--- config.mk ---
export PLATFORM = sky130hd
export DESIGN_NAME = fetch_frontend
export DESIGN_NICKNAME = d
export VERILOG_FILES = /design/src/common/frontend_pkg.sv /design/src/bpred/instr_scan.sv /design/src/bpred/bht.sv /design/src/bpred/ras.sv /design/src/verilog/fetch_queue.sv /design/src/verilog/next_pc_select.sv /design/src/verilog/fetch_frontend.sv
export SDC_FILE = /design/constraint.sdc
export NUM_CORES = 1
export LEC_CHECK = 0
export BUFFER_PORTS_ARGS = -buffer_cell sky130_fd_sc_hd__buf_2
export CORE_UTILIZATION = 40
export CTS_CLUSTER_SIZE = 10
export DETAILED_ROUTE_END_ITERATION = 6
export GPL_TIMING_DRIVEN = 1
export MAX_ROUTING_LAYER = met4
export PLACE_DENSITY = 0.58
export SLEW_MARGIN = 10
export SYNTH_ARGS = -nofsm -noshare
export SYNTH_HDL_FRONTEND = slang
export SYNTH_HIERARCHICAL = 1
export SYNTH_SLANG_ARGS = --single-unit
--- constraint.sdc ---
create_clock -name clk_i -period 13.3 [get_ports clk_i]
set_input_delay 0.665 -clock clk_i [delete_from_list [all_inputs] [get_ports clk_i]]
set_output_delay 0.665 -clock clk_i [all_outputs]
set_load 0.01 [all_outputs]
--- src/common/frontend_pkg.sv ---
`default_nettype none

package frontend_pkg;

    // ----------------------------------------
    // widths
    // ----------------------------------------
    // virtual address width
    localparam int unsigned VLEN = 32;
    // one uncompressed instruction
    localparam int unsigned ILEN = 32;

    typedef logic [VLEN-1:0] addr_t;

    // control flow class of one fetched instruction
    typedef enum logic [2:0] {
        NoCf,
        Branch,
        Jump,
        JumpR,
        Return
    } cf_t;

    // ----------------------------------------
    // memory side
    // ----------------------------------------
    typedef struct packed {
        logic  req;
        addr_t vaddr;
    } fetch_req_t;

    // answer arrives one cycle after the accepted request
    typedef struct packed {
        logic            valid;
        addr_t           vaddr;
        logic [ILEN-1:0] data;
    } fetch_rsp_t;

    // ----------------------------------------
    // back end side
    // ----------------------------------------
    typedef struct packed {
        addr_t           pc;
        logic [ILEN-1:0] instr;
        cf_t             cf;
        logic            taken;
        addr_t           predict_addr;
    } fetch_entry_t;

    // branch outcome from execute, also carries the mispredict redirect
    typedef struct packed {
        logic  valid;
        addr_t pc;
        logic  is_branch;
        logic  taken;
        logic  mispredict;
        addr_t target;
    } resolve_t;

    // ----------------------------------------
    // prediction internals
    // ----------------------------------------
    typedef struct packed {
        logic  is_branch;
        logic  is_jump;
        logic  is_jalr;
        logic  is_call;
        logic  is_return;
        addr_t imm;
    } scan_t;

    typedef struct packed {
        logic valid;
        logic taken;
    } bht_pred_t;

    typedef struct packed {
        logic  valid;
        addr_t ra;
    } ras_t;

endpackage

`default_nettype wire

--- src/bpred/instr_scan.sv ---
`timescale 1ns/1ps
`default_nettype none

module instr_scan (
    input  wire [frontend_pkg::ILEN-1:0] instr_i,
    output frontend_pkg::scan_t          scan_o
);

    // rv32 major opcodes for control flow
    localparam logic [6:0] OpBranch = 7'b1100011;
    localparam logic [6:0] OpJal    = 7'b1101111;
    localparam logic [6:0] OpJalr   = 7'b1100111;

    logic [6:0] opcode;
    logic [4:0] rd, rs1;
    logic is_branch, is_jal, is_jalr;
    logic rd_link, rs1_link;
    frontend_pkg::addr_t imm_b, imm_j;

    assign opcode = instr_i[6:0];
    assign rd     = instr_i[11:7];
    assign rs1    = instr_i[19:15];

    assign is_branch = (opcode == OpBranch);
    assign is_jal    = (opcode == OpJal);
    assign is_jalr   = (opcode == OpJalr);

    // x1 and x5 are the link registers of the calling convention
    assign rd_link  = (rd == 5'd1) || (rd == 5'd5);
    assign rs1_link = (rs1 == 5'd1) || (rs1 == 5'd5);

    // ----------------------------------------
    // immediates
    // ----------------------------------------
    // b-type, bit 0 always zero
    assign imm_b = {{19{instr_i[31]}}, instr_i[31], instr_i[7],
                    instr_i[30:25], instr_i[11:8], 1'b0};
    // j-type
    assign imm_j = {{11{instr_i[31]}}, instr_i[31], instr_i[19:12],
                    instr_i[20], instr_i[30:21], 1'b0};

    always_comb begin
        scan_o.is_branch = is_branch;
        scan_o.is_jump   = is_jal;
        scan_o.is_jalr   = is_jalr;
        // call links through x1/x5, for jal as well as jalr
        scan_o.is_call   = (is_jal || is_jalr) && rd_link;
        // return jumps through a link register and discards the link
        scan_o.is_return = is_jalr && rs1_link && (rd == 5'd0);
        scan_o.imm       = is_branch ? imm_b : imm_j;
    end

endmodule

`default_nettype wire

--- src/bpred/bht.sv ---
`timescale 1ns/1ps
`default_nettype none

module bht #(
    parameter int unsigned BhtEntries = 64
) (
    input  wire                       clk_i,
    input  wire                       rst_ni,
    input  frontend_pkg::addr_t       pc_i,
    input  frontend_pkg::resolve_t    update_i,
    output frontend_pkg::bht_pred_t   pred_o
);

    localparam int unsigned IdxW = $clog2(BhtEntries);

    logic [BhtEntries-1:0] valid_q;
    logic [1:0] cnt_q [BhtEntries];
    logic [IdxW-1:0] rd_idx, up_idx;
    logic up_en;

    // index skips the two byte offset bits of a word
    assign rd_idx = pc_i[IdxW+1:2];
    assign up_idx = update_i.pc[IdxW+1:2];
    assign up_en  = update_i.valid & update_i.is_branch;

    // combinational read, msb of the counter is the direction
    assign pred_o.valid = valid_q[rd_idx];
    assign pred_o.taken = cnt_q[rd_idx][1];

    always_ff @(posedge clk_i or negedge rst_ni) begin
        if (!rst_ni) begin
            valid_q <= '0;
        end else if (up_en) begin
            valid_q[up_idx] <= 1'b1;
        end
    end

    // ----------------------------------------
    // 2-bit saturating counters
    // ----------------------------------------
    always_ff @(posedge clk_i) begin
        if (up_en) begin
            if (!valid_q[up_idx]) begin
                // fresh entry, weak state in the direction just seen
                cnt_q[up_idx] <= update_i.taken ? 2'b10 : 2'b01;
            end else if (update_i.taken && cnt_q[up_idx] != 2'b11) begin
                cnt_q[up_idx] <= cnt_q[up_idx] + 2'd1;
            end else if (!update_i.taken && cnt_q[up_idx] != 2'b00) begin
                cnt_q[up_idx] <= cnt_q[up_idx] - 2'd1;
            end
        end
    end

endmodule

`default_nettype wire

--- src/bpred/ras.sv ---
`timescale 1ns/1ps
`default_nettype none

module ras #(
    parameter int unsigned RasDepth = 4
) (
    input  wire                  clk_i,
    input  wire                  rst_ni,
    input  wire                  push_i,
    input  wire                  pop_i,
    input  frontend_pkg::addr_t  data_i,
    output frontend_pkg::ras_t   top_o
);

    // slot 0 is the top of stack
    frontend_pkg::ras_t [RasDepth-1:0] stack_d, stack_q;

    assign top_o = stack_q[0];

    always_comb begin
        stack_d = stack_q;
        if (push_i && pop_i) begin
            // return and call in one go, just swap the top
            stack_d[0] = '{valid: 1'b1, ra: data_i};
        end else if (push_i) begin
            // shift down, the oldest entry falls off the bottom
            for (int i = RasDepth - 1; i > 0; i--) begin
                stack_d[i] = stack_q[i-1];
            end
            stack_d[0] = '{valid: 1'b1, ra: data_i};
        end else if (pop_i) begin
            for (int i = 0; i < RasDepth - 1; i++) begin
                stack_d[i] = stack_q[i+1];
            end
            stack_d[RasDepth-1] = '0;
        end
    end

    always_ff @(posedge clk_i or negedge rst_ni) begin
        if (!rst_ni) begin
            stack_q <= '0;
        end else begin
            stack_q <= stack_d;
        end
    end

    assert property (@(posedge clk_i) disable iff (!rst_ni) pop_i |-> stack_q[0].valid)
        else $error("RAS pop while empty");

endmodule

`default_nettype wire

--- src/verilog/fetch_queue.sv ---
`timescale 1ns/1ps
`default_nettype none

module fetch_queue #(
    parameter int unsigned QueueDepth = 4
) (
    input  wire                        clk_i,
    input  wire                        rst_ni,
    input  wire                        flush_i,
    input  wire                        push_i,
    input  frontend_pkg::fetch_entry_t entry_i,
    output logic                       room_o,
    output frontend_pkg::fetch_entry_t entry_o,
    output logic                       valid_o,
    input  wire                        ready_i
);

    localparam int unsigned PtrW = $clog2(QueueDepth);
    localparam int unsigned CntW = PtrW + 1;

    frontend_pkg::fetch_entry_t mem_q [QueueDepth];
    logic [PtrW-1:0] rd_ptr_q;
    logic [PtrW-1:0] wr_idx;
    logic [CntW-1:0] count_q;
    logic [CntW-1:0] wr_sum;
    logic pop;

    // write slot sits count entries past the read pointer
    assign wr_sum = CntW'(rd_ptr_q) + count_q;
    assign wr_idx = (wr_sum >= CntW'(QueueDepth)) ? PtrW'(wr_sum - CntW'(QueueDepth))
                                                  : PtrW'(wr_sum);

    assign valid_o = (count_q != '0);
    assign entry_o = mem_q[rd_ptr_q];
    assign pop     = valid_o & ready_i;
    assign room_o  = (count_q <= CntW'(QueueDepth - 2));

    // payload storage
    always_ff @(posedge clk_i) begin
        if (push_i) begin
            mem_q[wr_idx] <= entry_i;
        end
    end

    always_ff @(posedge clk_i or negedge rst_ni) begin
        if (!rst_ni) begin
            rd_ptr_q <= '0;
            count_q  <= '0;
        end else if (flush_i) begin
            rd_ptr_q <= '0;
            count_q  <= '0;
        end else begin
            if (pop) begin
                rd_ptr_q <= (rd_ptr_q == PtrW'(QueueDepth - 1)) ? '0 : rd_ptr_q + 1'b1;
            end
            // push and pop together keep the count
            count_q <= count_q + CntW'(push_i) - CntW'(pop);
        end
    end

    // the request gating upstream must keep a slot for every response
    assert property (@(posedge clk_i) disable iff (!rst_ni)
        push_i |-> count_q != CntW'(QueueDepth))
        else $error("push into full fetch queue");

endmodule

`default_nettype wire

--- src/verilog/next_pc_select.sv ---
`timescale 1ns/1ps
`default_nettype none

module next_pc_select (
    input  wire                       clk_i,
    input  wire                       rst_ni,
    input  frontend_pkg::addr_t       boot_addr_i,
    input  wire                       set_pc_commit_i,
    input  frontend_pkg::addr_t       pc_commit_i,
    input  wire                       ex_valid_i,
    input  frontend_pkg::addr_t       trap_vector_i,
    input  wire                       eret_i,
    input  frontend_pkg::addr_t       epc_i,
    input  frontend_pkg::resolve_t    resolve_i,
    input  wire                       rsp_valid_i,
    input  frontend_pkg::addr_t       rsp_pc_i,
    input  frontend_pkg::scan_t       scan_i,
    input  frontend_pkg::bht_pred_t   bht_i,
    input  frontend_pkg::ras_t        ras_i,
    input  wire                       queue_room_i,
    input  wire                       fetch_ready_i,
    output frontend_pkg::fetch_req_t  fetch_req_o,
    output frontend_pkg::cf_t         entry_cf_o,
    output logic                      entry_taken_o,
    output frontend_pkg::addr_t       entry_target_o,
    output logic                      ras_push_o,
    output logic                      ras_pop_o,
    output frontend_pkg::addr_t       ras_data_o,
    output logic                      redirect_o
);

    frontend_pkg::addr_t npc_d, npc_q;
    frontend_pkg::addr_t fetch_addr;
    frontend_pkg::addr_t pred_addr;
    frontend_pkg::addr_t seq_addr;
    logic boot_load_q;
    logic mispredict, redirect;
    logic cf_valid, bp_valid;
    logic req;

    assign mispredict = resolve_i.valid & resolve_i.mispredict;
    assign redirect   = set_pc_commit_i | ex_valid_i | eret_i | mispredict;
    assign redirect_o = redirect;
    // a response on the old path must not touch the RAS
    assign cf_valid   = rsp_valid_i & ~redirect;
    assign seq_addr   = rsp_pc_i + 32'd4;
    assign ras_data_o = seq_addr;

    // ----------------------------------------
    // taken / not taken
    // ----------------------------------------
    always_comb begin : predict
        entry_cf_o    = frontend_pkg::NoCf;
        entry_taken_o = 1'b0;
        pred_addr     = rsp_pc_i + scan_i.imm;
        ras_pop_o     = 1'b0;
        if (scan_i.is_branch) begin
            entry_cf_o = frontend_pkg::Branch;
            // no history yet: backward taken, forward not taken
            entry_taken_o = bht_i.valid ? bht_i.taken : scan_i.imm[frontend_pkg::VLEN-1];
        end else if (scan_i.is_jump) begin
            entry_cf_o    = frontend_pkg::Jump;
            entry_taken_o = 1'b1;
        end else if (scan_i.is_return) begin
            entry_cf_o    = frontend_pkg::Return;
            entry_taken_o = ras_i.valid;
            pred_addr     = ras_i.ra;
            ras_pop_o     = cf_valid & ras_i.valid;
        end else if (scan_i.is_jalr) begin
            // target unknown, fetch just falls through
            entry_cf_o = frontend_pkg::JumpR;
        end
        ras_push_o = cf_valid & scan_i.is_call;
    end

    assign entry_target_o = entry_taken_o ? pred_addr : seq_addr;
    assign bp_valid       = cf_valid & entry_taken_o;

    // ----------------------------------------
    // request and next pc
    // ----------------------------------------
    assign fetch_addr = boot_load_q ? boot_addr_i : npc_q;
    // two free slots cover the response already in flight
    assign req = ~boot_load_q & queue_room_i & ~redirect & ~bp_valid;
    assign fetch_req_o.req   = req;
    assign fetch_req_o.vaddr = fetch_addr;

    // lowest priority first, later lines win
    always_comb begin : npc_select
        npc_d = fetch_addr;
        if (req && fetch_ready_i) npc_d = fetch_addr + 32'd4;
        if (bp_valid) npc_d = pred_addr;
        if (mispredict) npc_d = resolve_i.target;
        if (eret_i) npc_d = epc_i;
        if (ex_valid_i) npc_d = trap_vector_i;
        if (set_pc_commit_i) npc_d = pc_commit_i + 32'd4;
    end

    always_ff @(posedge clk_i or negedge rst_ni) begin
        if (!rst_ni) begin
            boot_load_q <= 1'b1;
            npc_q       <= '0;
        end else begin
            boot_load_q <= 1'b0;
            npc_q       <= npc_d;
        end
    end

    // targets from scan, RAS and back end all stay word aligned
    assert property (@(posedge clk_i) disable iff (!rst_ni) npc_d[1:0] == 2'b00)
        else $error("next pc not word aligned");

endmodule

`default_nettype wire

--- src/verilog/fetch_frontend.sv ---
`timescale 1ns/1ps
`default_nettype none

module fetch_frontend #(
    parameter int unsigned BhtEntries = 64,
    parameter int unsigned RasDepth   = 4,
    parameter int unsigned QueueDepth = 4
) (
    input  wire                        clk_i,
    input  wire                        rst_ni,
    input  frontend_pkg::addr_t        boot_addr_i,
    // redirects from the back end
    input  wire                        set_pc_commit_i,
    input  frontend_pkg::addr_t        pc_commit_i,
    input  wire                        ex_valid_i,
    input  frontend_pkg::addr_t        trap_vector_i,
    input  wire                        eret_i,
    input  frontend_pkg::addr_t        epc_i,
    input  frontend_pkg::resolve_t     resolve_i,
    // instruction memory
    output frontend_pkg::fetch_req_t   fetch_req_o,
    input  wire                        fetch_ready_i,
    input  frontend_pkg::fetch_rsp_t   fetch_rsp_i,
    // toward decode
    output frontend_pkg::fetch_entry_t fetch_entry_o,
    output logic                       fetch_valid_o,
    input  wire                        fetch_ready_i_be
);

    frontend_pkg::scan_t        scan;
    frontend_pkg::bht_pred_t    bht_pred;
    frontend_pkg::ras_t         ras_top;
    frontend_pkg::cf_t          entry_cf;
    frontend_pkg::addr_t        entry_target;
    frontend_pkg::addr_t        ras_data;
    frontend_pkg::fetch_entry_t queue_in;
    logic entry_taken;
    logic ras_push, ras_pop;
    logic queue_room;
    logic redirect;
    logic stale_q;
    logic rsp_ok;

    // the response right after a redirect belongs to the old path
    always_ff @(posedge clk_i or negedge rst_ni) begin
        if (!rst_ni) begin
            stale_q <= 1'b0;
        end else begin
            stale_q <= redirect;
        end
    end

    assign rsp_ok = fetch_rsp_i.valid & ~stale_q;

    // ----------------------------------------
    // next pc and prediction
    // ----------------------------------------
    next_pc_select next_pc_select_inst (
        .clk_i, .rst_ni, .boot_addr_i,
        .set_pc_commit_i, .pc_commit_i,
        .ex_valid_i, .trap_vector_i,
        .eret_i, .epc_i, .resolve_i,
        .rsp_valid_i    (rsp_ok),
        .rsp_pc_i       (fetch_rsp_i.vaddr),
        .scan_i         (scan),
        .bht_i          (bht_pred),
        .ras_i          (ras_top),
        .queue_room_i   (queue_room),
        .fetch_ready_i,
        .fetch_req_o,
        .entry_cf_o     (entry_cf),
        .entry_taken_o  (entry_taken),
        .entry_target_o (entry_target),
        .ras_push_o     (ras_push),
        .ras_pop_o      (ras_pop),
        .ras_data_o     (ras_data),
        .redirect_o     (redirect)
    );

    instr_scan instr_scan_inst (.instr_i(fetch_rsp_i.data), .scan_o(scan));

    // indexed by the pc of the returning instruction
    bht #(.BhtEntries(BhtEntries)) bht_inst (
        .clk_i, .rst_ni,
        .pc_i     (fetch_rsp_i.vaddr),
        .update_i (resolve_i),
        .pred_o   (bht_pred)
    );

    ras #(.RasDepth(RasDepth)) ras_inst (
        .clk_i, .rst_ni,
        .push_i (ras_push),
        .pop_i  (ras_pop),
        .data_i (ras_data),
        .top_o  (ras_top)
    );

    // ----------------------------------------
    // fetch queue
    // ----------------------------------------
    assign queue_in = '{pc: fetch_rsp_i.vaddr, instr: fetch_rsp_i.data, cf: entry_cf,
                        taken: entry_taken, predict_addr: entry_target};

    fetch_queue #(.QueueDepth(QueueDepth)) fetch_queue_inst (
        .clk_i, .rst_ni,
        .flush_i (redirect),
        // nothing from the old path enters once a redirect is seen
        .push_i  (rsp_ok & ~redirect),
        .entry_i (queue_in),
        .room_o  (queue_room),
        .entry_o (fetch_entry_o),
        .valid_o (fetch_valid_o),
        .ready_i (fetch_ready_i_be)
    );

endmodule

`default_nettype wire

Yosys cells after proc, flatten, opt, wreduce, memory -nomap -nowiden

Memory sizes are Yosys's and may differ from the RTL's.
Index checks and enable logic that the tools add are counted.

Bitwise gates (word level): 22
Shift-type cells: 0
Divide/modulo/power cells: 0
Eq/ne operators: 9
Reductions and logical operators: 19
$mul: 0
Mux-type cells: 54
$lt $le $gt $ge: 5
Add/subtract/negate cells: 11

Operators by type and width:

| kind                    | number |
|---|---|
| $mux W32                | 11 |
| $mux W132               | 2 |
| $add A32 B3 Y32 const B | 3 |
| $or A64 B64 Y64         | 1 |
| $mux W33                | 1 |
| $add A32 B32 Y32        | 1 |
| $mux W1                 | 24 |
| $eq A7 B7 Y1 const B    | 3 |
| $mux W20                | 1 |
| $mux W2                 | 8 |
| $lt A6 B7 Y1 const B    | 2 |
| $bmux W1 S6             | 2 |
| $mux W3                 | 4 |
| $and A1 B1 Y1           | 11 |
| $eq A5 B1 Y1 const B    | 2 |
| $eq A5 B3 Y1 const B    | 2 |
| $logic_and A1 B1 Y1     | 8 |
| $demux W1 S6            | 1 |
| $ge A6 B1 Y1 const B    | 1 |
| $reduce_bool A2 Y1      | 3 |
| $reduce_bool A3 Y1      | 2 |
| $logic_not A5 Y1        | 1 |
| $not A1 Y1              | 5 |
| $or A1 B1 Y1            | 5 |
| other kinds (12)        | 16 |

Bits in read-only memories: 0
Register bits after elaboration: 235
Output and inout port bits: 134
Bits of input ports: 268
Memories: 2
Word-level logic and storage cells: 136
Bits in latches: 0
Memory bits (writable): 528

Memory list:

| name                   | words | width | read ports | clocked after memory_dff | write ports | RTL line          | source |
|---|---|---|---|---|---|---|---|
| fetch_queue_inst.mem_q | 4     | 100   | 1          | 0                        | 1           | fetch_queue.sv:21 | `frontend_pkg::fetch_entry_t mem_q [QueueDepth];` |
| bht_inst.cnt_q         | 64    | 2     | 2          | 0                        | 1           | bht.sv:17         | `logic [1:0] cnt_q [BhtEntries];` |

Longest topological paths before layout

Gate-level depths: netlist of run 1.

Depth in word-level cells: 17
Gate-level depth with buffers: 17
Mapped depth without buffers: 12

By module

The synthesis of run 1 kept the hierarchy.

Modules (own cells, without submodules):

| module         | sequential area each (µm²) | instances | area each (µm²) | cells each |
|---|---|---|---|---|
| fetch_queue    | 12136.6                    | 1         | 14816.7         | 559 |
| bht            | 5445.2                     | 1         | 9552.9          | 650 |
| next_pc_select | 827.0                      | 1         | 7161.9          | 1032 |
| ras            | 3303.2                     | 1         | 6139.6          | 608 |
| instr_scan     | 0.0                        | 1         | 406.6           | 54 |
| fetch_frontend | 25.0                       | 1         | 43.8            | 3 |

Least setup slack after synthesis of run 1

OpenSTA, ideal clock, no wires.

Kind: input -> register
Start point: in ex_valid_i
End point: mem fetch_queue_inst/mem_q[0][0] in the netlist's numbering, enable pin
Arrival time: 5.992 ns
Required time: 12.741 ns
Setup slack: 6.749 ns
Library setup time: 0.559 ns
Path buffers: 1
Stages on the path: 6
Path through: buf_2 a2111oi_4 inv_1 nor3b_2 nand2b_1 nor2_1

Cells in the longest elaborated chain, start to end: 7

Ends and longest elaborated chain:

| item                          | RTL line              | source |
|---|---|---|
| start: declaration            | fetch_frontend.sv:15  | `input wire ex_valid_i,` |
| $or A1 B1 Y1 (3 in a row)     | next_pc_select.sv:42  | `assign redirect = set_pc_commit_i \| ex_valid_i \| eret_i \| mispredict;` |
| via redirect                  | fetch_frontend.sv:40  | `logic redirect;` |
| $not A1 Y1                    | fetch_frontend.sv:108 | `.push_i (rsp_ok & ~redirect),` |
| $and A1 B1 Y1                 | fetch_frontend.sv:108 |  |
| $mux W1                       | fetch_queue.sv:40     | `if (push_i) begin` |
| $mux W1 (implied by the code) | fetch_queue.sv:41     | `mem_q[wr_idx] <= entry_i;` |
| end: declaration              | fetch_queue.sv:21     |  |

The timed path passes the listed nets, and every way through them passes these cells.

==> flow_summary.rst, run 1 <==
.. list-table::
   :header-rows: 1

   * - Metric
     - Value
   * - Initial antenna violation count
     - 7
   * - Die area
     - 96,500 um2
   * - Overall die height
     - 311 um
   * - DRC marker count from the first detailed-route iteration
     - 2,676
   * - Cell taking the most area after synthesis
     - edfxtp_1
   * - Total Nets Final
     - 3,486
   * - Cell total after placement
     - 4,336
   * - Syn Std Cell Area
     - 38,100 um2
   * - Via count normalized by instance count
     - 5.86
   * - Maximum number of pins on one net before global-route repair
     - 131
   * - Synth top cells by count
     - edfxtp_1, dfrtp_1, nor2_1, a21oi_1, nand2_1
   * - Accumulated negative setup slack
     - 0 ns
   * - Placement-stage worst setup slack
     - 6.67 ns
   * - R2R setup slack
     - 7.71 ns
   * - Number of max-cap violations
     - 0
   * - Clock root buffer
     - clkbuf_16
   * - Post-synth EDFFs
     - 528
   * - Width of the chip
     - 311 um
   * - Endpoint arrival time on the critical path
     - 6.58 ns
   * - Clock tree from TritonCTS
     - built
   * - Clock sink total
     - 763
   * - Class of the worst hold path
     - input port to async pin
   * - Maximum fanout encountered on the critical timing path
     - 46
   * - Hold Violations, Final
     - 0
   * - Relative max-transition margin
     - 27.2%
   * - CTS buffer count
     - 90
   * - Final worst-path cycle share
     - 45.3%
   * - Post-layout instance count excluding filler cells
     - 4,496
   * - Hold_buf cts
     - 0
   * - Critical Path Slowest Stage Cell
     - buf_4
   * - Critical path startpoint category
     - input port
   * - Avg Cell Area, Syn
     - 13.1 um2
   * - Post-synthesis async set-or-reset flop share
     - 30.8%
   * - Highest Clock Rate
     - 166 MHz
   * - Global-route total usage across every layer
     - 25.1%
   * - CTS HTree Levels
     - 3
   * - Flip-flop and latch count after synthesis
     - 763
   * - IO Count
     - 402
   * - Biggest cell delay along the critical path
     - 0.63 ns
   * - Number of iterations in the first detailed-routing pass
     - 6
   * - Routed wire length
     - 119,000 um
   * - Number of nets produced by synthesis
     - 3,218
   * - # setup viols final
     - 0
   * - Most frequent CP cell
     - buf_4
   * - Remaining antenna violation count after routing
     - 0
   * - Outcome
     - complete, no violations
   * - Clock slew at the register clock pins of the worst setup and hold paths
     - 0.06 ns
   * - Setup repair after global routing missed its margin
     - false
   * - Number of DRC violations after detailed routing
     - 0
   * - Yosys Warn Count
     - 6
   * - Most area-consuming cells after synthesis
     - edfxtp_1, dfrtp_1, mux4_2
   * - Global-route wire length before repair
     - 177,000 um
   * - Vias in the first global route
     - 26,400
   * - Total via count after detailed routing
     - 26,400
   * - Post-CTS Setup Inserts
     - 0
   * - Post-Synthesis Cells
     - 2,906
   * - Half-perimeter wire length after placement
     - 83,700 um
   * - P per Cell Area
     - 127 nW/um2
   * - Setup CP Type
     - input port to flip-flop
   * - Post-layout worst setup margin
     - 7.28 ns
   * - Library cells used by synthesis
     - 98
   * - Sequential cell area fraction in the yosys report
     - 57.0%
   * - Slew @ Worst Pin
     - 1.08 ns
   * - Capture instance of the worst register-to-register path
     - next_pc_select_inst/npc_q[22]$_DFF_PN0_
   * - Endpoint kind of the worst setup timing path
     - flip-flop
   * - Routability congestion estimate
     - 0.942
   * - Placeable Area
     - 93,900 um2
   * - Initial cell density of the core
     - 40.6%
   * - Max Transition Viols Final
     - 0
   * - Crit path max-delay family
     - multiplexers
   * - Number of cell rows
     - 112
   * - Worst flop-to-flop path startpoint
     - bht_inst/cnt_q[31][1]$_DFFE_PP_
   * - Worst Skew
     - 0.0400 ns
   * - Cells resized by post-CTS repair
     - 0
   * - Leakage power figure
     - 15.6 nW
   * - Maximum buffer depth of the clock tree
     - 3
   * - Main flop type after synthesis
     - edfxtp_1
   * - Fraction of final layout cells with drive strength greater than 1
     - 24.7%
   * - Layout overhead on the synthesized area
     - 13.5%
   * - Worst ir drop on vdd
     - 91.2 uV
   * - Most frequent cell after synthesis
     - edfxtp_1
   * - R2r worst-path depth
     - 14
   * - Post-synth top area share
     - 41.6%
   * - Routed wire per std cell
     - 26.6 um
   * - Fin crit period
     - 6.02 ns
   * - Critical path cell sequence
     - buf_2, buf_4, mux4_2, mux4_2, mux4_2, mux2i_1, a22o_1, buf_4, clkinv_1, buf_4, nand3_1, buf_4, nand2_1, nor2_1, a221oi_1, a211oi_1
   * - Tot Pwr
     - 5.50 mW
   * - Worst-skew pair later-pin latency
     - 0.68 ns
   * - Port Buffers
     - 375
   * - Data required time of the worst path
     - 13.87 ns
   * - Grt ovf
     - 0
   * - Bufs and invs on worst path
     - 6
## stage by stage
stage               hold WS [ns]  util (%)  instance area, um2
finish                     0.151      46.1               43300
global route               0.204      46.1               43300
CTS                        0.162      46.1               43300
detailed placement         0.459      43.2               40500
global placement           0.454      43.2               40500
floorplan                  0.369         -               38100
## placed cells by master, fill, tap and decap left out, types with 41 or more instances in the layout
cell type	netlist	routed
nor2_1	196	191
xnor2_1	60	60
mux2i_1	128	128
nand2_1	153	152
clkbuf_16	0	93
dfrtp_1	234	232
buf_4	67	53
nand3_1	94	94
a21oi_1	153	153
ha_1	42	41
clkbuf_1	86	46
mux2_2	41	41
nor4_1	58	58
xor2_1	41	41
o21ai_0	132	132
inv_1	71	71
o21bai_1	56	56
a22oi_1	52	52
mux4_2	148	148
buf_2	54	374
edfxtp_1	528	528
nor3_1	41	41
## layout make-up
cell class | count | area, um2
Multi-Input combinational cell | 1818 | 14700
Sequential cell | 763 | 21700
Tap cell | 1254 | 1570
Fill cell | 8390 | 50600
Antenna cell | 3 | 7.51
Clock inverter | 12 | 169
Timing Repair Buffer | 428 | 2280
Clock buffer | 145 | 2580
Inverter | 73 | 274
## cells by family after synthesis
group	share of synthesized area, %
AO/OA/AOI/OAI	10.9
XOR/XNOR	2.44
adder cells (fa/ha/maj)	1.48
buffers and inverters	4.75
flip-flops	57.0
multiplexers	13.4
other	0.0197
AND/OR/NAND/NOR	9.95
## registers in the layout, summed over array words and instances, names as in the netlist
name and cells:
fetch_queue_inst/mem_q 400, bht_inst/cnt_q 128, ras_inst/stack_q 99, bht_inst/valid_q 64, ras_inst/top_o 33, next_pc_select_inst/npc_q 32
fetch_queue_inst/count_q 3, fetch_queue_inst/rd_ptr_q 2, next_pc_select_inst/boot_load_q 1, stale_q 1
## routing by layer
| metal | global-route usage, % | wire, um |
|---|---|---|
| met2 | 40.3 | 58000 |
| met3 | 3.84 | 7190 |
| met4 | 5.53 | 2240 |
| met5 | - | 0 |
| met1 | 33.8 | 52000 |
## worst max-delay path by stage
| stage | from | endpoint | slack, ns | cells after the start |
|---|---|---|---|---|
| after floorplan | ex_valid_i | fetch_queue_inst/mem_q[0][0]$_DFFE_PP_ | 6.75 | 6 |
| after global placement | fetch_rsp_i[34] | next_pc_select_inst/npc_q[22]$_DFF_PN0_ | 6.71 | 16 |
| after detailed placement | fetch_rsp_i[34] | next_pc_select_inst/npc_q[22]$_DFF_PN0_ | 6.67 | 16 |
| after CTS | fetch_rsp_i[34] | fetch_req_o[32] | 7.36 | 12 |
| after global routing | fetch_rsp_i[34] | next_pc_select_inst/npc_q[22]$_DFF_PN0_ | 7.13 | 16 |
| final | fetch_rsp_i[34] | next_pc_select_inst/npc_q[22]$_DFF_PN0_ | 7.28 | 16 |
## power breakdown
part	internal (mW)	switching, mW	total (mW)
Sequential	2.59	0.0274	2.62
Clock	1.35	0.976	2.32
Combinational	0.198	0.357	0.554
## worst register-to-register path, cell delays in order (launching register included)
cell	delay [ns]
edfxtp_1	0.43
mux4_2	0.50
mux4_2	0.55
mux4_2	0.53
mux2i_1	0.43
a22o_1	0.20
buf_4	0.35
clkinv_1	0.13
buf_4	0.29
nand3_1	0.48
buf_4	0.35
nand2_1	0.30
nor2_1	0.46
a221oi_1	0.21
a211oi_1	0.27
Power figures use the tool's default switching activity.
==> inputs of run 2 (changes only) <==
PLACE_DENSITY = 0.6   (was 0.58)
clock period = 5.09 ns   (was 13.3 ns; I/O delays follow)
==> flow_summary.rst, run 2 (same netlist as run 1, synthesis figures left out) <==
.. list-table::
   :header-rows: 1

   * - Metric
     - Value
   * - Initial cell density of the core
     - 40.6% (unchanged)
   * - Worst-skew pair later-pin latency
     - 0.68 ns (about the same)
   * - Routability congestion estimate
     - 0.980 (was 0.942)
   * - Clock root buffer
     - clkbuf_16 (unchanged)
   * - # setup viols final
     - 0 (unchanged)
   * - Overall die height
     - 311 um (unchanged)
   * - Number of iterations in the first detailed-routing pass
     - 7 (was 6)
   * - Relative max-transition margin
     - 31.3% (was 27.2%)
   * - Grt ovf
     - 0 (unchanged)
   * - Register containing the most flip-flops in the final layout
     - fetch_queue_inst/mem_q (unchanged)
   * - Met3 layer wire length in the routed design
     - 9170 um (was 7190 um)
   * - Port Buffers
     - 375 (unchanged)
   * - Total internal power
     - 10.7 mW (was 4.13 mW)
   * - Hold Path Depth
     - 5
   * - Power share of the clock group
     - 41.3% (was 42.3%)
   * - Worst ir drop on vdd
     - 232 uV (was 91.2 uV)
   * - Placeable Area
     - 93,900 um2 (unchanged)
   * - DR WL met2
     - 52,600 um (was 58,000 um)
   * - Slew @ Worst Pin
     - 1.00 ns (was 1.08 ns)
   * - Sequential share of power
     - 48.0% (was 47.6%)
   * - Cell total after placement
     - 4,360 (was 4,336)
   * - Worst Hold Launch
     - epc_i[20]
   * - Outcome
     - complete, no violations (unchanged)
   * - CTS buffer count
     - 89 (was 90)
   * - Half-perimeter wire length after placement
     - 79,500 um (was 83,700 um)
   * - Die area
     - 96,500 um2 (unchanged)
   * - Routed wire per std cell
     - 24.8 um (was 26.6 um)
   * - IO Count
     - 402 (unchanged)
   * - End of the worst hold path
     - next_pc_select_inst/npc_q[20]$_DFF_PN0_
   * - Wire length on met1
     - 50,600 um (was 52,000 um)
   * - Fin crit period
     - 4.86 ns
   * - CTS HTree Levels
     - 3 (unchanged)
   * - Worst flop-to-flop path startpoint
     - bht_inst/valid_q[28]$_DFFE_PN0P_ (was bht_inst/cnt_q[31][1]$_DFFE_PP_)
   * - Initial antenna violation count
     - 7 (unchanged)
   * - Highest Clock Rate
     - 206 MHz
   * - Via count normalized by instance count
     - 5.77 (was 5.86)
   * - Switching power summed over all nets
     - 3.53 mW (was 1.36 mW)
   * - Data required time of the worst path
     - 5.69 ns (was 13.87 ns)
   * - Global-route total usage across every layer
     - 24.0% (was 25.1%)
   * - Switching share of power
     - 24.8% (about the same)
   * - Fraction of final layout cells with drive strength greater than 1
     - 24.4% (was 24.7%)
   * - Maximum buffer depth of the clock tree
     - 3 (unchanged)
   * - Endpoint kind of the worst setup timing path
     - flip-flop (unchanged)
   * - Clock tree from TritonCTS
     - built (unchanged)
   * - Maximum fanout encountered on the critical timing path
     - 13 (was 46)
   * - Number of max-cap violations
     - 0 (unchanged)
   * - Total via count after detailed routing
     - 26,700 (was 26,400)
   * - Routed wire length
     - 115,000 um (was 119,000 um)
   * - Number of filler cells placed in the layout
     - 8,363 (was 8,390)
   * - Number of DRC violations after detailed routing
     - 0 (unchanged)
   * - Critical path startpoint category
     - input port (unchanged)
   * - Logic gate share of total power
     - 10.7% (was 10.1%)
   * - Total Nets Final
     - 3,612 (was 3,486)
   * - DRC marker count from the first detailed-route iteration
     - 2,847 (was 2,676)
   * - Most common library cell in the layout ignoring fill and taps
     - edfxtp_1 (unchanged)
   * - Max Transition Viols Final
     - 0 (unchanged)
   * - R2r worst-path depth
     - 12 (was 14)
   * - Number of cell rows
     - 112 (unchanged)
   * - Top library cells by usage in the layout, fill and taps aside
     - edfxtp_1, buf_2, dfrtp_1, nor2_1, a21oi_1 (unchanged)
   * - Final worst hold slack
     - 0.0470 ns (was 0.151 ns)
   * - Max FFs per register
     - 400 (unchanged)
   * - Capture instance of the worst register-to-register path
     - next_pc_select_inst/npc_q[19]$_DFF_PN0_ (was next_pc_select_inst/npc_q[22]$_DFF_PN0_)
   * - Post-layout instance count excluding filler cells
     - 4,628 (was 4,496)
   * - R2R setup slack
     - 0.40 ns (was 7.71 ns)
   * - Uppermost metal layer occupied by signal nets
     - met4 (unchanged)
   * - Largest registers
     - fetch_queue_inst/mem_q: 400 flops, bht_inst/cnt_q: 128 flops, ras_inst/stack_q: 99 flops (unchanged)
   * - Remaining antenna violation count after routing
     - 0 (unchanged)
   * - Class of the worst hold path
     - input port to flip-flop (was input port to async pin)
   * - Hold Violations, Final
     - 0 (unchanged)
   * - Setup repair after global routing missed its margin
     - false (unchanged)
   * - Vias in the first global route
     - 25,900 (was 26,400)
   * - Final worst-path cycle share
     - 95.5%
   * - Layout overhead on the synthesized area
     - 16.9% (was 13.5%)
   * - Global-route wire length before repair
     - 171,000 um (was 177,000 um)
   * - Leakage power figure
     - 16.2 nW (was 15.6 nW)
   * - Endpoint arrival time on the critical path
     - 5.46 ns (was 6.58 ns)
   * - Clock sink total
     - 763 (unchanged)
   * - Clock slew at the register clock pins of the worst setup and hold paths
     - 0.06 ns (about the same)
   * - Worst Skew
     - 0.0580 ns (was 0.0400 ns)
   * - Width of the chip
     - 311 um (unchanged)
   * - P per Cell Area
     - 320 nW/um2 (was 127 nW/um2)
   * - Setup CP Type
     - input port to flip-flop (unchanged)
   * - Maximum number of pins on one net before global-route repair
     - 133 (was 131)
[run 2: worst max-delay path by stage]
stage,start,to,slack (ns),cells past startpoint
after CTS,fetch_rsp_i[4],next_pc_select_inst/npc_q[6]$_DFF_PN0_,0.19,15
after global routing,fetch_rsp_i[4],next_pc_select_inst/npc_q[22]$_DFF_PN0_,0.01,15
final,fetch_rsp_i[4],next_pc_select_inst/npc_q[6]$_DFF_PN0_,0.23,15
after global placement,fetch_rsp_i[4],fetch_queue_inst/mem_q[0][30]$_DFFE_PP_,0.25,14
after floorplan,ex_valid_i,fetch_queue_inst/mem_q[0][0]$_DFFE_PP_,-1.05,6
after detailed placement,fetch_rsp_i[4],fetch_queue_inst/mem_q[0][30]$_DFFE_PP_,0.16,14
[run 2: repair_timing]
item                                   4_1_cts  5_1_grt
hold buffers                               103        0
buffers inserted                             0        0
endpoints found under the hold margin      347        0
setup endpoints to repair                    0       14
resized for setup                            0        2
[run 2: power groups by stage]
stage          combinational (mW)  clock [mW]  sequential (mW)
4_1_cts                      1.52        6.01             6.84
5_1_grt                      1.63        6.26             6.85
2_1_floorplan               0.823           0             6.94
6_report                     1.53        5.89             6.84
3_3_place_gp                 1.43           0             6.96
3_5_place_dp                 1.43           0             6.96
[run 2: critical path, stage by stage]
cell and delay, ns:
dlygate4sd3_1 0.53, buf_2 0.15, nand3b_1 0.29, or3_4 0.55
mux2_4 0.36, fa_1 0.45, a211oi_1 0.41, o21ai_0 0.33
o21ai_0 0.19, xor2_1 0.11, a21oi_1 0.60, a211o_1 0.24
o21ai_0 0.09, a221oi_1 0.29, dlygate4sd3_1 0.60
[run 2: cell type report]
type	count	area, um2	share of cell area, %
timing repair buffer	555	3620	8.12
tap	1254	1570	3.52
sequential	763	21700	48.8
clock inverter	12	184	0.413
multi-input combinational	1818	14700	32.9
inverter	73	274	0.615
clock buffer	144	2480	5.57
antenna	9	22.5	0.0505
[run 2: routing by layer]
layer  vias up  track usage [%]
li1      12000                -
met1     13500             33.7
met2      1125             35.8
met3       158             4.55
met4         0             6.21
met5         -                -
[run 2: stage by stage]
stage	cell area, um2	setup TNS (ns)	power, mW	worst slack (ns)	utilization (%)
2_1_floorplan	38100	-419.78	7.76	-1.05	-
3_3_place_gp	40800	0	8.39	0.254	43.5
3_5_place_dp	40800	0	8.39	0.159	43.5
4_1_cts	44500	0	14.4	0.187	47.4
5_1_grt	44600	0	14.7	0.0134	47.5
6_report	44600	0	14.3	0.229	47.5
==> inputs of run 3 (changes only) <==
SYNTH_HIERARCHICAL = not set   (was 1)
==> flow_summary.rst, run 3 <==
.. list-table::
   :header-rows: 1

   * - Metric
     - Value
   * - Outcome
     - complete, no violations (unchanged)
   * - Number of max-cap violations
     - 0 (unchanged)
   * - Leakage power figure
     - 16.9 nW (was 16.2 nW)
   * - Max FFs per register
     - 400 (unchanged)
   * - Clock root buffer
     - clkbuf_16 (unchanged)
   * - # setup viols final
     - 0 (unchanged)
   * - Worst ir drop on vdd
     - 249 uV (was 232 uV)
   * - Setup repair after global routing missed its margin
     - false (unchanged)
   * - Flip-flop and latch count after synthesis
     - 763 (unchanged)
   * - Cell taking the most area after synthesis
     - edfxtp_1 (unchanged)
   * - Width of the chip
     - 304 um (was 311 um)
   * - Area of combinational cells with multiple inputs
     - 13,800 um2 (was 14,700 um2)
   * - Tot Pwr
     - 14.3 mW (about the same)
   * - Maximum buffer depth of the clock tree
     - 3 (unchanged)
   * - Critical Path Slowest Stage Cell
     - dlygate4sd3_1 (was a21oi_1)
   * - Placement-stage worst setup slack
     - 0.275 ns (was 0.159 ns)
   * - Synth top cells by count
     - edfxtp_1, nand2_1, nor2_1, dfrtp_1, o21ai_0 (was edfxtp_1, dfrtp_1, nor2_1, a21oi_1, nand2_1)
   * - Class of the worst hold path
     - input port to flip-flop (unchanged)
   * - Global-route wire length before repair
     - 166,000 um (was 171,000 um)
   * - Half-perimeter wire length after placement
     - 77,700 um (was 79,500 um)
   * - Post-Synthesis Cells
     - 2,896 (was 2,906)
   * - Avg Cell Area, Syn
     - 12.6 um2 (was 13.1 um2)
   * - Area of all sequential standard cells
     - 21,700 um2 (unchanged)
   * - Top library cells by usage in the layout, fill and taps aside
     - edfxtp_1, buf_2, nand2_1, nor2_1, dfrtp_1 (was edfxtp_1, buf_2, dfrtp_1, nor2_1, a21oi_1)
   * - Total via count after detailed routing
     - 26,500 (was 26,700)
   * - Endpoint kind of the worst setup timing path
     - flip-flop (unchanged)
   * - Bufs and invs on worst path
     - 4 (was 3)
   * - Most area-consuming cells after synthesis
     - edfxtp_1, dfrtp_1, mux4_2 (unchanged)
   * - Overall die height
     - 304 um (was 311 um)
   * - Endpoint arrival time on the critical path
     - 5.40 ns (was 5.46 ns)
   * - Data required time of the worst path
     - 5.64 ns (was 5.69 ns)
   * - Fraction of final layout cells with drive strength greater than 1
     - 23.0% (was 24.4%)
   * - Most common library cell in the layout ignoring fill and taps
     - edfxtp_1 (unchanged)
   * - Final core utilization
     - 48.8% (was 47.5%)
   * - Global-route total usage across every layer
     - 24.5% (was 24.0%)
   * - Critical path startpoint category
     - input port (unchanged)
   * - Slew @ Worst Pin
     - 1.14 ns (was 1.00 ns)
   * - Maximum fanout encountered on the critical timing path
     - 16 (was 13)
   * - Main flop type after synthesis
     - edfxtp_1 (unchanged)
   * - Initial cell density of the core
     - 40.4% (was 40.6%)
   * - Register containing the most flip-flops in the final layout
     - fetch_queue_inst.mem_q (was fetch_queue_inst/mem_q)
   * - Via count normalized by instance count
     - 5.70 (was 5.77)
   * - DRC marker count from the first detailed-route iteration
     - 2,710 (was 2,847)
   * - Die area
     - 92,300 um2 (was 96,500 um2)
   * - Sequential cell area fraction in the yosys report
     - 59.7% (was 57.0%)
   * - Initial antenna violation count
     - 9 (was 7)
   * - Number of nets produced by synthesis
     - 3,211 (was 3,218)
   * - IO Count
     - 402 (unchanged)
   * - Post-synthesis async set-or-reset flop share
     - 30.8% (unchanged)
   * - Routability congestion estimate
     - 0.933 (was 0.980)
   * - Layout overhead on the synthesized area
     - 20.8% (was 16.9%)
   * - Clock sink total
     - 763 (unchanged)
   * - Relative max-transition margin
     - 23.4% (was 31.3%)
   * - Largest registers
     - fetch_queue_inst.mem_q: 400 flops, bht_inst.cnt_q: 128 flops, ras_inst.stack_q: 99 flops (was fetch_queue_inst/mem_q: 400 flops, bht_inst/cnt_q: 128 flops, ras_inst/stack_q: 99 flops)
   * - CTS buffer count
     - 90 (was 89)
   * - Setup CP Type
     - input port to flip-flop (unchanged)
   * - CTS HTree Levels
     - 3 (unchanged)
   * - Library cells used by synthesis
     - 81 (was 98)
   * - Worst-skew pair later-pin latency
     - 0.67 ns (was 0.68 ns)
   * - Crit path max-delay family
     - compound AO/OA/AOI/OAI gates (unchanged)
   * - Maximum number of pins on one net before global-route repair
     - 105 (was 133)
   * - Clock tree from TritonCTS
     - built (unchanged)
   * - Post-synth top area share
     - 43.5% (was 41.6%)
   * - Max Transition Viols Final
     - 0 (unchanged)
   * - Total Nets Final
     - 3,709 (was 3,612)
   * - Grt ovf
     - 0 (unchanged)
   * - Final worst-path cycle share
     - 95.2% (was 95.5%)
   * - Critical path cell sequence
     - dlygate4sd3_1, buf_2, nand3b_1, or4_4, buf_4, mux2_2, ha_1, a211oi_1, o21ai_0, nand4_1, a21oi_1, o211a_1, or4_1, o211ai_1, o21ai_0, a22o_1, dlygate4sd3_1 (was dlygate4sd3_1, buf_2, nand3b_1, or3_4, mux2_4, fa_1, a211oi_1, o21ai_0, o21ai_0, xor2_1, a21oi_1, a211o_1, o21ai_0, a221oi_1, dlygate4sd3_1)
   * - Hold Violations, Final
     - 0 (unchanged)
   * - Biggest cell delay along the critical path
     - 0.54 ns (was 0.60 ns)
   * - Yosys Warn Count
     - 0 (was 6)
   * - Number of cell rows
     - 110 (was 112)
   * - Port Buffers
     - 375 (unchanged)
   * - R2R setup slack
     - 0.86 ns (was 0.40 ns)
   * - Vias in the first global route
     - 26,100 (was 25,900)
   * - Fin crit period
     - 4.85 ns (was 4.86 ns)
   * - Remaining antenna violation count after routing
     - 0 (unchanged)
   * - Routed wire length
     - 111,000 um (was 115,000 um)
   * - Number of filler cells placed in the layout
     - 8,025 (was 8,363)
   * - Post-layout worst setup margin
     - 0.243 ns (was 0.229 ns)
   * - Post-synth EDFFs
     - 528 (unchanged)
   * - Placeable Area
     - 90,100 um2 (was 93,900 um2)
   * - Syn Std Cell Area
     - 36,400 um2 (was 38,100 um2)
   * - Most frequent cell after synthesis
     - edfxtp_1 (unchanged)
   * - Routed wire per std cell
     - 23.9 um (was 24.8 um)
   * - Number of iterations in the first detailed-routing pass
     - 5 (was 7)
   * - Clock slew at the register clock pins of the worst setup and hold paths
     - 0.06 ns (about the same)
   * - Worst Skew
     - 0.0468 ns (was 0.0580 ns)
   * - Number of DRC violations after detailed routing
     - 0 (unchanged)
   * - P per Cell Area
     - 326 nW/um2 (was 320 nW/um2)
   * - Highest Clock Rate
     - 206 MHz (about the same)
-- run 3: changes by cell type in the layout (fill, tap and decap cells not counted), moves of 17 or more --
| cell | change |
|---|---|
| mux4_2 | -23 |
| a31oi_1 | +70 |
| buf_4 | +22 |
| nor4_2 | -25 |
| nand2_1 | +146 |
| o21bai_1 | -53 |
| a21o_1 | +42 |
| mux2i_1 | -32 |
| a21oi_1 | -84 |
| nor4_1 | -48 |
| o21ai_0 | +36 |
| a221oi_1 | +17 |
| nor2_1 | +44 |
-- run 3: what timing repair did --
item	4_1_cts	5_1_grt
hold buffers	101	0
buffers inserted	0	0
hold endpoints to repair	340	0
gates resized for setup	0	3
endpoints found under the setup margin	0	5
-- run 3: cell families after synthesis --
group	Yosys count	synth area share (%)
other	1	0.0103
adder cells (fa/ha/maj)	47	1.65
multiplexers	260	11.6
flip-flops	763	59.7
AO/OA/AOI/OAI	642	11.8
XOR/XNOR	97	2.33
AND/OR/NAND/NOR	825	10.2
buffers and inverters	261	2.82
-- run 3: final timing paths --
check                                                 start                                 endpoint  cells past startpoint
max                                          fetch_rsp_i[4]  next_pc_select_inst.npc_q[22]$_DFF_PN0_                     17
min                                         fetch_rsp_i[33]  fetch_queue_inst.mem_q[2][69]$_DFFE_PP_                      1
max reg2reg                 bht_inst.cnt_q[15][1]$_DFFE_PP_  next_pc_select_inst.npc_q[14]$_DFF_PN0_                     10
min reg2reg                bht_inst.valid_q[30]$_DFFE_PN0P_         bht_inst.valid_q[30]$_DFFE_PN0P_                      1
max in group asynchronous                            rst_ni         ras_inst.stack_q[98]$_DFFE_PN0P_                      3
min in group asynchronous                            rst_ni        ras_inst.stack_q[128]$_DFFE_PN0P_                      2
-- run 3: power by group --
group | switching [mW] | total (mW) | internal, mW
combinational | 0.864 | 1.43 | 0.564
sequential | 0.0674 | 6.84 | 6.77
clock | 2.52 | 6.08 | 3.57
total | 3.45 | 14.3 | 10.9
-- run 3: routing by layer --
metal  up-vias  track usage (%)  part of all wire (%)
met1     13300             34.2                    45
met3       199             3.71                   6.2
li1      12000                -                     -
met2       971             36.8                    46
met4         0             8.06                   3.2
met5         -                -                     0
-- run 3: area by class of cell --
type	count	area share, %
inverter	88	0.750
multi-input combinational	1872	31.4
sequential	763	49.4
antenna	11	0.0625
clock buffer	149	5.88
timing repair buffer	579	8.77
clock inverter	10	0.421
tap	1176	3.34
-- run 3: metrics by stage --
| stage | setup TNS [ns] | instances | instance area [um2] | hold slack (ns) |
|---|---|---|---|---|
| finish | 0 | 4648 | 44000 | 0.0383 |
| global route | 0 | 4646 | 44000 | 0.00563 |
| CTS | 0 | 4637 | 44000 | 0.00467 |
| detailed placement | 0 | 4377 | 40200 | 0.353 |
| global placement | 0 | 4377 | 40200 | 0.354 |
| floorplan | -186.48 | 2896 | 36500 | -0.0411 |
